==> config.mk <==
export PLATFORM = sky130hd
export DESIGN_NAME = nw_top
export DESIGN_NICKNAME = d
export VERILOG_FILES = /design/src/hw/nw_pkg.sv /design/src/hw/dir_store.sv /design/src/hw/nw_array.sv /design/src/hw/nw_cell.sv /design/src/hw/nw_top.sv /design/src/hw/traceback.sv
export SDC_FILE = /design/constraint.sdc
export NUM_CORES = 1
export LEC_CHECK = 0
export BUFFER_PORTS_ARGS = -buffer_cell sky130_fd_sc_hd__buf_2
export CAP_MARGIN = 20
export CORE_ASPECT_RATIO = 2
export CORE_MARGIN = 1.5
export CORE_UTILIZATION = 50
export DETAILED_ROUTE_END_ITERATION = 7
export PLACE_DENSITY = 0.66
export REMOVE_ABC_BUFFERS = 1
export SLEW_MARGIN = 20
export SYNTH_ARGS = -nofsm -noshare
export SYNTH_HDL_FRONTEND = slang
export SYNTH_SLANG_ARGS = --single-unit
==> constraint.sdc <==
create_clock -name clk -period 14.2 [get_ports clk]
set_input_delay 1.42 -clock clk [delete_from_list [all_inputs] [get_ports clk]]
set_output_delay 1.42 -clock clk [all_outputs]
set_load 0.005 [all_outputs]
==> src/hw/nw_pkg.sv <==
`default_nettype none

package nw_pkg;

    // ##############################
    // Sizes

    localparam int SEQ_LEN = 8;
    localparam int BASE_W  = 2;
    localparam int SCORE_W = 9;    // Signed, worst case -2*SEQ_LEN
    localparam int IDX_W   = 4;    // Holds 0 .. SEQ_LEN

    // ##############################
    // Scoring

    localparam logic signed [SCORE_W-1:0] MATCH_SCORE    = SCORE_W'(1);
    localparam logic signed [SCORE_W-1:0] MISMATCH_SCORE = SCORE_W'(-1);
    localparam logic signed [SCORE_W-1:0] GAP_SCORE      = SCORE_W'(-1);

    // ##############################
    // Traceback symbols, one-hot

    localparam int DIR_W = 3;

    localparam logic [DIR_W-1:0] DIR_DIAG = 3'b001;
    localparam logic [DIR_W-1:0] DIR_UP   = 3'b010;
    localparam logic [DIR_W-1:0] DIR_LEFT = 3'b100;

endpackage

`default_nettype wire

==> src/hw/dir_store.sv <==
`timescale 1ns/1ps
`default_nettype none

module dir_store
    import nw_pkg::*;
(
    input  logic                          clk,
    input  logic [SEQ_LEN-1:0]            wr_en,
    input  logic [SEQ_LEN-1:0][IDX_W-1:0] wr_row,
    input  logic [SEQ_LEN-1:0][DIR_W-1:0] wr_dir,
    input  logic [IDX_W-1:0]              rd_row,
    input  logic [IDX_W-1:0]              rd_col,
    output logic [DIR_W-1:0]              rd_dir
);

    // Row and column 0 are boundary cells and stay unused
    logic [DIR_W-1:0] mem [0:SEQ_LEN][0:SEQ_LEN];

    // One write port per column
    always_ff @(posedge clk) begin
        for (int c = 0; c < SEQ_LEN; c++) begin
            if (wr_en[c]) begin
                mem[wr_row[c]][IDX_W'(c + 1)] <= wr_dir[c];
            end
        end
    end

    assign rd_dir = mem[rd_row][rd_col];  // Combinational read

endmodule

`default_nettype wire

==> src/hw/nw_array.sv <==
`timescale 1ns/1ps
`default_nettype none

module nw_array
    import nw_pkg::*;
(
    input  logic                           clk,
    input  logic                           rst_n,
    input  logic                           start,
    input  logic [SEQ_LEN*BASE_W-1:0]      ref_seq,
    input  logic [SEQ_LEN*BASE_W-1:0]      qry_seq,
    input  logic                           done,
    output logic                           busy,
    output logic [SEQ_LEN-1:0]             wr_en,
    output logic [SEQ_LEN-1:0][IDX_W-1:0]  wr_row,
    output logic [SEQ_LEN-1:0][DIR_W-1:0]  wr_dir,
    output logic signed [SCORE_W-1:0]      final_score,
    output logic                           fill_done
);

    logic                          busy_q;
    logic                          accept;
    logic                          feeding;
    logic [IDX_W-1:0]              feed_row;
    logic signed [SCORE_W-1:0]     bnd;      // (i-1)*GAP for the row being fed
    logic [SEQ_LEN*BASE_W-1:0]     ref_q;
    logic [SEQ_LEN*BASE_W-1:0]     qry_sh;

    // Chain taps, index 0 is the feed and g+1 the output of cell g
    logic [SEQ_LEN:0]              v;
    logic [SEQ_LEN:0][BASE_W-1:0]  q;
    logic [SEQ_LEN:0][IDX_W-1:0]   r;
    logic signed [SCORE_W-1:0]     s [SEQ_LEN+1];
    logic signed [SCORE_W-1:0]     d [SEQ_LEN+1];

    assign accept = start && !busy;
    assign busy   = busy_q && !done;  // Low in the done cycle

    // ##############################
    // Start and row feed

    always_ff @(posedge clk or negedge rst_n) begin
        if (!rst_n) begin
            busy_q   <= 1'b0;
            feeding  <= 1'b0;
            feed_row <= '0;
            bnd      <= '0;
        end else begin
            if (accept) begin
                busy_q <= 1'b1;
            end else if (done) begin
                busy_q <= 1'b0;
            end
            if (accept) begin
                feeding  <= 1'b1;
                feed_row <= IDX_W'(1);
                bnd      <= '0;
            end else if (feeding) begin
                feeding  <= (feed_row != IDX_W'(SEQ_LEN));
                feed_row <= feed_row + 1'b1;
                bnd      <= bnd + GAP_SCORE;
            end
        end
    end

    always_ff @(posedge clk) begin
        if (accept) begin
            ref_q  <= ref_seq;
            qry_sh <= qry_seq;
        end else if (feeding) begin
            qry_sh <= qry_sh >> BASE_W;   // Next query base to bit 0
        end
    end

    assign v[0] = feeding;
    assign q[0] = qry_sh[BASE_W-1:0];
    assign r[0] = feed_row;
    assign d[0] = bnd;
    assign s[0] = bnd + GAP_SCORE;        // H[i][0]

    // ##############################
    // Systolic row

    for (genvar g = 0; g < SEQ_LEN; g++) begin : g_col
        nw_cell i_cell (
            .clk       (clk),
            .rst_n     (rst_n),
            .in_valid  (v[g]),
            .in_qry    (q[g]),
            .ref_base  (ref_q[g*BASE_W +: BASE_W]),
            .diag      (d[g]),
            .left      (s[g]),
            .up_init   (SCORE_W'((g + 1) * GAP_SCORE)),
            .out_valid (v[g+1]),
            .out_qry   (q[g+1]),
            .out_score (s[g+1]),
            .out_diag  (d[g+1]),
            .out_dir   (wr_dir[g])
        );

        always_ff @(posedge clk) begin
            if (v[g]) begin
                r[g+1] <= r[g];           // Row index rides with the valid
            end
        end

        assign wr_en[g]  = v[g+1];
        assign wr_row[g] = r[g+1];
    end

    assign fill_done   = v[SEQ_LEN] && (r[SEQ_LEN] == IDX_W'(SEQ_LEN));
    assign final_score = s[SEQ_LEN];

endmodule

`default_nettype wire

==> src/hw/nw_cell.sv <==
`timescale 1ns/1ps
`default_nettype none

module nw_cell
    import nw_pkg::*;
(
    input  logic                      clk,
    input  logic                      rst_n,
    input  logic                      in_valid,
    input  logic [BASE_W-1:0]         in_qry,
    input  logic [BASE_W-1:0]         ref_base,
    input  logic signed [SCORE_W-1:0] diag,
    input  logic signed [SCORE_W-1:0] left,
    input  logic signed [SCORE_W-1:0] up_init,
    output logic                      out_valid,
    output logic [BASE_W-1:0]         out_qry,
    output logic signed [SCORE_W-1:0] out_score,
    output logic signed [SCORE_W-1:0] out_diag,
    output logic [DIR_W-1:0]          out_dir
);

    logic signed [SCORE_W-1:0] up_cur;
    logic signed [SCORE_W-1:0] diag_c;
    logic signed [SCORE_W-1:0] up_c;
    logic signed [SCORE_W-1:0] left_c;
    logic signed [SCORE_W-1:0] win_c;
    logic signed [SCORE_W-1:0] win_p;
    logic signed [SCORE_W-1:0] best_c;
    logic [DIR_W-1:0]          win_dir;
    logic [DIR_W-1:0]          best_dir;

    // out_score doubles as the previous-row score of this column
    assign up_cur = (in_valid && !out_valid) ? up_init : out_score;  // First row of a burst

    assign diag_c = (in_qry == ref_base) ? diag + MATCH_SCORE : diag + MISMATCH_SCORE;
    assign up_c   = up_cur + GAP_SCORE;
    assign left_c = left + GAP_SCORE;

    always_comb begin
        // Diag against up, diag wins a full tie
        if (diag_c > up_c || (diag_c == up_c && diag >= up_cur)) begin
            win_c   = diag_c;
            win_p   = diag;
            win_dir = DIR_DIAG;
        end else begin
            win_c   = up_c;
            win_p   = up_cur;
            win_dir = DIR_UP;
        end
        if (left_c > win_c || (left_c == win_c && left > win_p)) begin
            best_c   = left_c;
            best_dir = DIR_LEFT;
        end else begin
            best_c   = win_c;
            best_dir = win_dir;
        end
    end

    always_ff @(posedge clk or negedge rst_n) begin
        if (!rst_n) begin
            out_valid <= 1'b0;
        end else begin
            out_valid <= in_valid;
        end
    end

    always_ff @(posedge clk) begin
        if (in_valid) begin
            out_score <= best_c;
            out_dir   <= best_dir;
            out_qry   <= in_qry;
            out_diag  <= up_cur;   // H[i-1][j] for the next column
        end
    end

endmodule

`default_nettype wire

==> src/hw/nw_top.sv <==
`timescale 1ns/1ps
`default_nettype none

module nw_top
    import nw_pkg::*;
(
    input  logic                      clk,
    input  logic                      rst_n,
    input  logic                      start,
    input  logic [SEQ_LEN*BASE_W-1:0] ref_seq,
    input  logic [SEQ_LEN*BASE_W-1:0] qry_seq,
    output logic                      busy,
    output logic                      path_valid,
    output logic [DIR_W-1:0]          path_dir,
    output logic                      done,
    output logic signed [SCORE_W-1:0] score
);

    logic [SEQ_LEN-1:0]            wr_en;
    logic [SEQ_LEN-1:0][IDX_W-1:0] wr_row;
    logic [SEQ_LEN-1:0][DIR_W-1:0] wr_dir;
    logic signed [SCORE_W-1:0]     final_score;
    logic                          fill_done;
    logic [IDX_W-1:0]              rd_row;
    logic [IDX_W-1:0]              rd_col;
    logic [DIR_W-1:0]              rd_dir;

    nw_array i_array (
        .clk         (clk),
        .rst_n       (rst_n),
        .start       (start),
        .ref_seq     (ref_seq),
        .qry_seq     (qry_seq),
        .done        (done),
        .busy        (busy),
        .wr_en       (wr_en),
        .wr_row      (wr_row),
        .wr_dir      (wr_dir),
        .final_score (final_score),
        .fill_done   (fill_done)
    );

    dir_store i_store (
        .clk    (clk),
        .wr_en  (wr_en),
        .wr_row (wr_row),
        .wr_dir (wr_dir),
        .rd_row (rd_row),
        .rd_col (rd_col),
        .rd_dir (rd_dir)
    );

    traceback i_traceback (
        .clk         (clk),
        .rst_n       (rst_n),
        .fill_done   (fill_done),
        .final_score (final_score),
        .rd_row      (rd_row),
        .rd_col      (rd_col),
        .rd_dir      (rd_dir),
        .path_valid  (path_valid),
        .path_dir    (path_dir),
        .done        (done),
        .score       (score)
    );

endmodule

`default_nettype wire

==> src/hw/traceback.sv <==
`timescale 1ns/1ps
`default_nettype none

module traceback
    import nw_pkg::*;
(
    input  logic                      clk,
    input  logic                      rst_n,
    input  logic                      fill_done,
    input  logic signed [SCORE_W-1:0] final_score,
    output logic [IDX_W-1:0]          rd_row,
    output logic [IDX_W-1:0]          rd_col,
    input  logic [DIR_W-1:0]          rd_dir,
    output logic                      path_valid,
    output logic [DIR_W-1:0]          path_dir,
    output logic                      done,
    output logic signed [SCORE_W-1:0] score
);

    typedef enum logic {
        S_IDLE,
        S_WALK
    } state_t;

    state_t                    state;
    logic [IDX_W-1:0]          row;
    logic [IDX_W-1:0]          col;
    logic [DIR_W-1:0]          move;
    logic                      at_origin;
    logic signed [SCORE_W-1:0] score_q;

    assign rd_row    = row;
    assign rd_col    = col;
    assign score     = score_q;
    assign at_origin = (row == '0) && (col == '0);

    always_comb begin
        if (row == '0) begin
            move = DIR_LEFT;                // Top edge
        end else if (col == '0) begin
            move = DIR_UP;                  // Left edge
        end else begin
            case (rd_dir)
                DIR_UP:   move = DIR_UP;
                DIR_LEFT: move = DIR_LEFT;
                default:  move = DIR_DIAG;
            endcase
        end
    end

    // ##############################
    // Walk FSM

    always_ff @(posedge clk or negedge rst_n) begin
        if (!rst_n) begin
            state      <= S_IDLE;
            row        <= '0;
            col        <= '0;
            path_valid <= 1'b0;
            done       <= 1'b0;
        end else begin
            path_valid <= 1'b0;
            done       <= 1'b0;
            case (state)
                S_IDLE: begin
                    if (fill_done) begin
                        state <= S_WALK;
                        row   <= IDX_W'(SEQ_LEN);   // Bottom-right corner
                        col   <= IDX_W'(SEQ_LEN);
                    end
                end
                S_WALK: begin
                    if (at_origin) begin
                        done  <= 1'b1;
                        state <= S_IDLE;
                    end else begin
                        path_valid <= 1'b1;
                        if (move != DIR_LEFT) begin
                            row <= row - 1'b1;
                        end
                        if (move != DIR_UP) begin
                            col <= col - 1'b1;
                        end
                    end
                end
                default: state <= S_IDLE;
            endcase
        end
    end

    always_ff @(posedge clk) begin
        if (state == S_IDLE && fill_done) begin
            score_q <= final_score;
        end
        if (state == S_WALK && !at_origin) begin
            path_dir <= move;
        end
    end

endmodule

`default_nettype wire

Word level (Yosys, flattened, before mapping)
Memories as Yosys holds them, arrays and structs flattened.
Index checks and enable logic that the tools add are counted.

cells by class
  $add $sub $neg = 35
  $lt $le $gt $ge = 33
  equality and inequality tests = 34
  muxes and demuxes = 90
  bitwise logic cells = 2
  reductions and logical operators = 63

operators by type and width
  operator               count
  $mux W9                42
  $add A9 B1 Y9 const B  24
  $gt A9 B9 Y1           24
  $eq A9 B9 Y1           16
  $add A9 B2 Y9 const B  8
  $ge A9 B9 Y1           8
  $mux W16               2
  $logic_and A1 B1 Y1    30
  $mux W4                7
  $mux W1                23
  $eq A2 B2 Y1           8
  $logic_or A1 B1 Y1     16
  $pmux W4 S2            2
  $mux W2                7
  $bmux W3 S4            1
  $mux W3                4
  $logic_not A1 Y1       11
  $logic_not A4 Y1       2
  $sub A4 B1 Y4 const B  2
  $ne A2 B2 Y1 const B   3
  $pmux W3 S2            1
  $reduce_and A3 Y1      2
  $ge A5 B5 Y1 const B   1
  $not A4 Y5             1
  11 further kinds       12

storage, ports and cells
  flip-flop bits (word level) = 280
  RAM bits = 189
  bits of input ports = 35
  output and inout port bits = 15
  logic and storage cells = 316
  memories kept = 1

memories
  name         depth  bits a word  rd ports  clocked after memory_dff  write ports  RTL line         source
  i_store.mem  9      21           1         0                         7            dir_store.sv:17  logic [DIR_W-1:0] mem [0:SEQ_LEN][0:SEQ_LEN];

Longest topological paths before layout
  depth in word-level cells = 12
  depth in mapped cells = 32
  depth with buffers taken out = 29

Cells and area by module
A second synthesis with hierarchy kept.

second synthesis, totals
  cell total of the unflattened synthesis = 3180
  area total of the unflattened synthesis = 35072.4 µm²

by module, submodules not included
  module                                 instances  cells each  area each (µm²)  sequential area each (µm²)
  dir_store                              1          440         7901.3           5675.4
  nw_cell (i_array.g_col[3].i_cell ...)  2          324         2965.3           715.7
  nw_array                               1          178         2972.9           2297.2
  nw_cell (i_array.g_col[7].i_cell)      1          304         2931.6           715.7
  nw_cell (i_array.g_col[5].i_cell)      1          298         2912.8           715.7
  nw_cell (i_array.g_col[0].i_cell)      1          305         2872.8           715.7
  nw_cell (i_array.g_col[2].i_cell)      1          313         2866.5           715.7
  nw_cell (i_array.g_col[1].i_cell)      1          313         2829.0           715.7
  nw_cell (i_array.g_col[6].i_cell)      1          296         2808.9           715.7
  traceback                              1          85          1046.0           635.6

Least setup slack after synthesis
OpenSTA, ideal clock, no wires.

  path kind = register to register
  from = register i_array.g_col[4].i_cell.out_valid
  to = register i_array.g_col[5].i_cell.out_score[0] (data pin)
  setup time = 276 ps
  data arrival time = 6113 ps
  data required time = 13924 ps
  setup slack = 7811 ps
  cell stages (with the launch flop) = 27
  buffers on the path = 2
  clock period less this slack = 6389 ps
  cell sequence = dfrtp_1 nand2b_1 clkbuf_1 nand2_1 ha_1 nand2_1 nor3_1 nand2_1 xnor2_1 inv_1 ha_1 nand4_1 nor2_1 a21oi_1 maj3_1 a31oi_2 mux2_2 ha_1 nor2b_1 o21a_1 o21a_1 o211ai_1 a21oi_1 o41ai_1 a21o_1 clkbuf_1 mux2i_1

on the way
  longest elaborated chain between the ends = 11
  elaborated cells on any way between the ends = 16
  classes of those cells = add/sub: 1; order compare: 4; eq/ne: 2; mux: 4; reduce/logical: 5

RTL lines
  element                                                                RTL line       source
  from (decl)                                                            nw_cell.sv:15  output logic out_valid,
  from (signal assigned)                                                 nw_cell.sv:63  out_valid <= in_valid;
  $logic_and A1 B1 Y1 (*)                                                nw_cell.sv:33  assign up_cur = (in_valid && !out_valid) ? up_init : out_score;
  $mux W9 (*)                                                            nw_cell.sv:33
  parallel branches: the longest is 8 deep, another holds $add A9 B1 Y9  --
  $mux W9 (*)                                                            nw_cell.sv:50  if (left_c > win_c || (left_c == win_c && left > win_p)) begin
  via i_array.g_col[5].i_cell.best_c[0]                                  nw_cell.sv:28  logic signed [SCORE_W-1:0] best_c;
  to (signal assigned)                                                   nw_cell.sv:69  out_score <= best_c;
  to (decl)                                                              nw_cell.sv:17  output logic signed [SCORE_W-1:0] out_score,

Mark *: on every way through the listed nets, which the timed path passes.
A chain may end at the register's enable or synchronous reset.

Final worst setup path
  from = register i_array.g_col[4].i_cell.out_qry[1]
  to = register i_array.g_col[5].i_cell.out_score[2] (data pin)

on the way
  longest elaborated chain between the ends = 10
  elaborated cells on any way between the ends = 14
  classes of those cells = order compare: 3; eq/ne: 3; mux: 4; reduce/logical: 4

RTL lines
  element                                                               RTL line       source
  from (decl)                                                           nw_cell.sv:16  output logic [BASE_W-1:0] out_qry,
  from (signal assigned)                                                nw_cell.sv:71  out_qry <= in_qry;
  $eq A2 B2 Y1 (*)                                                      nw_cell.sv:35  assign diag_c = (in_qry == ref_base) ? diag + MATCH_SCORE : diag + MISMATCH_SCORE;
  $mux W9 (*)                                                           nw_cell.sv:35
  parallel branches: the longest is 7 deep, another holds $gt A9 B9 Y1  --
  $mux W9 (*)                                                           nw_cell.sv:50
  via i_array.g_col[5].i_cell.best_c[2]                                 nw_cell.sv:28

Marks and branches as above.

==> flow_metrics.py <==
metrics = {
    "status": {
        "outcome": "finished with violations",
        "violations": "DRC",
    },
    "final_layout": {
        "layout-drive-gt1-share": 0.0844,
        "layout.nets": 3301,
        "syn_to_final_growth_pct": 7.97,
        "post-route-util": 0.548,
        "fin_area_um2": 33900,
        "diodes": 0,
    },
    "sta": {
        "max_freq_mhz": 138,
        "worst_pin_slew_ps": 1080,
        "period_share": 0.510,
        "maxSlewViolCount": 0,
        "hold_slack_ps": 450,
        "hold_viol_final": 0,
        "period_needed_ps": 7250,
        "final.setup_skew_ps": 12.0,
        "relSlewSlack": 0.272,
        "rsz0062_at_grt": "false",
        "final.setup.tns_ps": 0,
        "setup_viol": 0,
        "setup_ws_ps": 6950,
    },
    "critical_path": {
        "reg2reg_to": "i_array.g_col[5].i_cell.out_score[2]",
        "crit_path_start": "i_array.g_col[4].i_cell.out_qry[1]",
        "worstPathRequired_ps": 14600,
        "cp.arrival_ps": 7640,
        "rr_worst_depth": 28,
        "critPathLaunchType": "flop",
        "r2r_start": "i_array.g_col[4].i_cell.out_qry[1]",
        "crit_path_max_incr_delay_ps": 540,
        "path_max_fanout": 18,
        "endpoint_kind": "flop",
        "worstSetupPathType": "flop to flop",
        "ff2ff_setup_slack_ps": 6950,
        "cpMostUsedCell": "a21oi_1",
        "cp_slowest_cell": "o41ai_1",
    },
    "synthesis": {
        "synth_area_um2": 31400,
        "synth_top_area_share": 0.415,
        "yosys.area.top_type": "edfxtp_1",
        "syn_inst": 2848,
        "yosysMostFrequentCell": "edfxtp_1",
        "yosysWarnings": 0,
        "ys_ff_latch": 469,
        "yosysSeqAreaShare": 0.442,
        "synth_common_cells": "edfxtp_1 (435), ha_1 (365), inv_1 (264)",
        "async_flop_share": 0.0725,
        "synth_edf_count": 435,
        "synthFlopType": "edfxtp_1",
        "yosys-top-cells-area": "edfxtp_1 (42%), ha_1 (15%), mux2i_1 (4.9%)",
        "avgSynthCellArea_um2": 11.0,
        "synth_cell_types": 91,
    },
    "die": {
        "die-area_um2": 64500,
        "start_util": 0.507,
        "rows": 129,
        "die_w_um": 180,
        "coreArea_um2": 62000,
        "fp.dieH_um": 358,
        "ios": 50,
    },
    "clocking": {
        "cts.reportedPaths.clkPinSlew_ps": 70,
        "post_cts_buffers": 0,
        "clkSinkCount": 469,
        "cts_tree": "done",
        "clk_latency_ps": 580,
        "cts-htree-levels": 2,
        "root_buffer": "clkbuf_16",
        "cts-buffers-inserted": 43,
        "postCtsResizedCells": 0,
        "holdBufCountCts": 0,
        "clockBufferDepth": 3,
    },
    "route": {
        "drc_errors": 2,
        "dr.pass1.iters": 7,
        "vias_per_cell": 5.94,
        "routed_wl_mm": 80.3,
        "post_drt_wl_per_cell_um": 21.6,
        "drt_iter0_drc": 1036,
        "vias": 22100,
        "ant_nets": 0,
    },
    "min_path": {
        "min-delay-start": "i_array.g_col[7].i_cell.out_score[8]",
        "hold_class": "flop to flop",
        "holdPathStages": 0,
        "holdPathEnd": "i_traceback.score[8]",
    },
    "global_routing": {
        "track_usage": 0.250,
        "met3_usage": 0.0205,
        "grt_overflow": 0,
        "use_met2": 0.522,
        "grt_pass1_vias": 23500,
        "grt_pass1_wl_mm": 125,
        "antenna_found_initial": 0,
        "grtUsageMet1": 0.221,
        "busiest_layer": "met2",
        "grt_max_degree": 45,
    },
    "power_and_ir_drop": {
        "power_per_cell_area_nw_per_um2": 183,
        "irDropWorstVdd_v": 0.000236,
        "leakagePower_nw": 13.9,
    },
    "place": {
        "pre_cts_ws_ps": 6920,
        "dp_hpwl_mm": 64.6,
        "portBuffers": 49,
        "placed_cell_area_um2": 32500,
        "place_congestion": 0.945,
    },
    "job": {
        "maxCapViolations": 0,
    },
}
-- registers in the layout, summed over array words and instances, names as in the netlist, 8 cells and up --
signal	cells
i_store.mem	189
i_array.g_col.i_cell.out_score	72
i_array.g_col.i_cell.out_diag	63
i_array.wr_row	32
i_array.g_col.i_cell.out_dir	21
i_array.qry_sh	16
i_array.ref_q	16
i_array.g_col.i_cell.out_qry	14
i_array.bnd	9
i_traceback.score	9
i_array.g_col.i_cell.out_valid	8
-- through the flow --
stage                     std cells  total power, mW
final                          3714             6.21
after global routing           3714             6.63
after CTS                      3714             6.24
after detailed placement       3635             5.00
after global placement         3635             4.91
after floorplan                2784             4.14
-- area by class of cell --
type	instances	area, µm²
inverter	267	1000
sequential	469	13900
timing repair buffer	65	365
clock inverter	26	299
tap	786	983
fill	5354	28000
multi-input combinational	2048	16200
clock buffer	53	1170
-- per-layer routing --
metal / part of all wire / wire (µm) / vias to the layer above
li1: - / - / 10500
met1: 0.32 / 25600 / 10700
met2: 0.58 / 46500 / 580
met3: 0.029 / 2290 / 274
met4: 0.073 / 5860 / 0
met5: 0 / 0 / -
-- power by group --
part	switching, mW	internal, mW	leakage [nW]	total (mW)
Sequential	0.178	1.73	4.33	1.90
Combinational	1.79	1.29	8.89	3.08
Clock	0.541	0.688	0.723	1.23
Total	2.51	3.70	13.9	6.21
-- kinds of logic (layout without fill, tap and decap cells) --
group | Yosys count | after routing | synth area share
XOR/XNOR | 192 | 192 | 0.0550
multiplexers | 218 | 218 | 0.0902
flip-flops | 469 | 469 | 0.442
AO/OA/AOI/OAI | 446 | 446 | 0.0906
buffers and inverters | 331 | 411 | 0.0424
adder cells (fa/ha/maj) | 374 | 374 | 0.150
AND/OR/NAND/NOR | 818 | 818 | 0.129
-- layout by cell type (no fill, tap or decap), drive strengths merged, types with 65 or more instances in the layout --
master  count
edfxtp    435
ha        365
inv       271
nand2     221
nor2      211
mux2i     157
a21oi     133
xnor2     102
o21ai     102
xor2       88
nand2b     77
nor3       67
buf        65
-- worst max path at each step --
stage / end / slack (ps) / cells past startpoint
final: i_array.g_col[5].i_cell.out_score[2] / 6950 / 28
after global routing: i_array.g_col[6].i_cell.out_score[2] / 6510 / 28
after CTS: i_array.g_col[6].i_cell.out_score[2] / 6880 / 26
after detailed placement: i_array.g_col[6].i_cell.out_score[2] / 6920 / 26
after global placement: i_array.g_col[5].i_cell.out_score[2] / 6990 / 28
after floorplan: i_array.g_col[1].i_cell.out_dir[1] / 7060 / 26
-- critical path: cells and delay by family, from the launching register on --
family          cells  cell delay [ps]
xor+xnor            2              320
compound gates     12             2570
fa+ha+maj           4             1460
buf+inv             2              610
mux                 2              700
flops               1              470
simple gates        6              950
No activity file was read; power rests on OpenSTA's default activity.
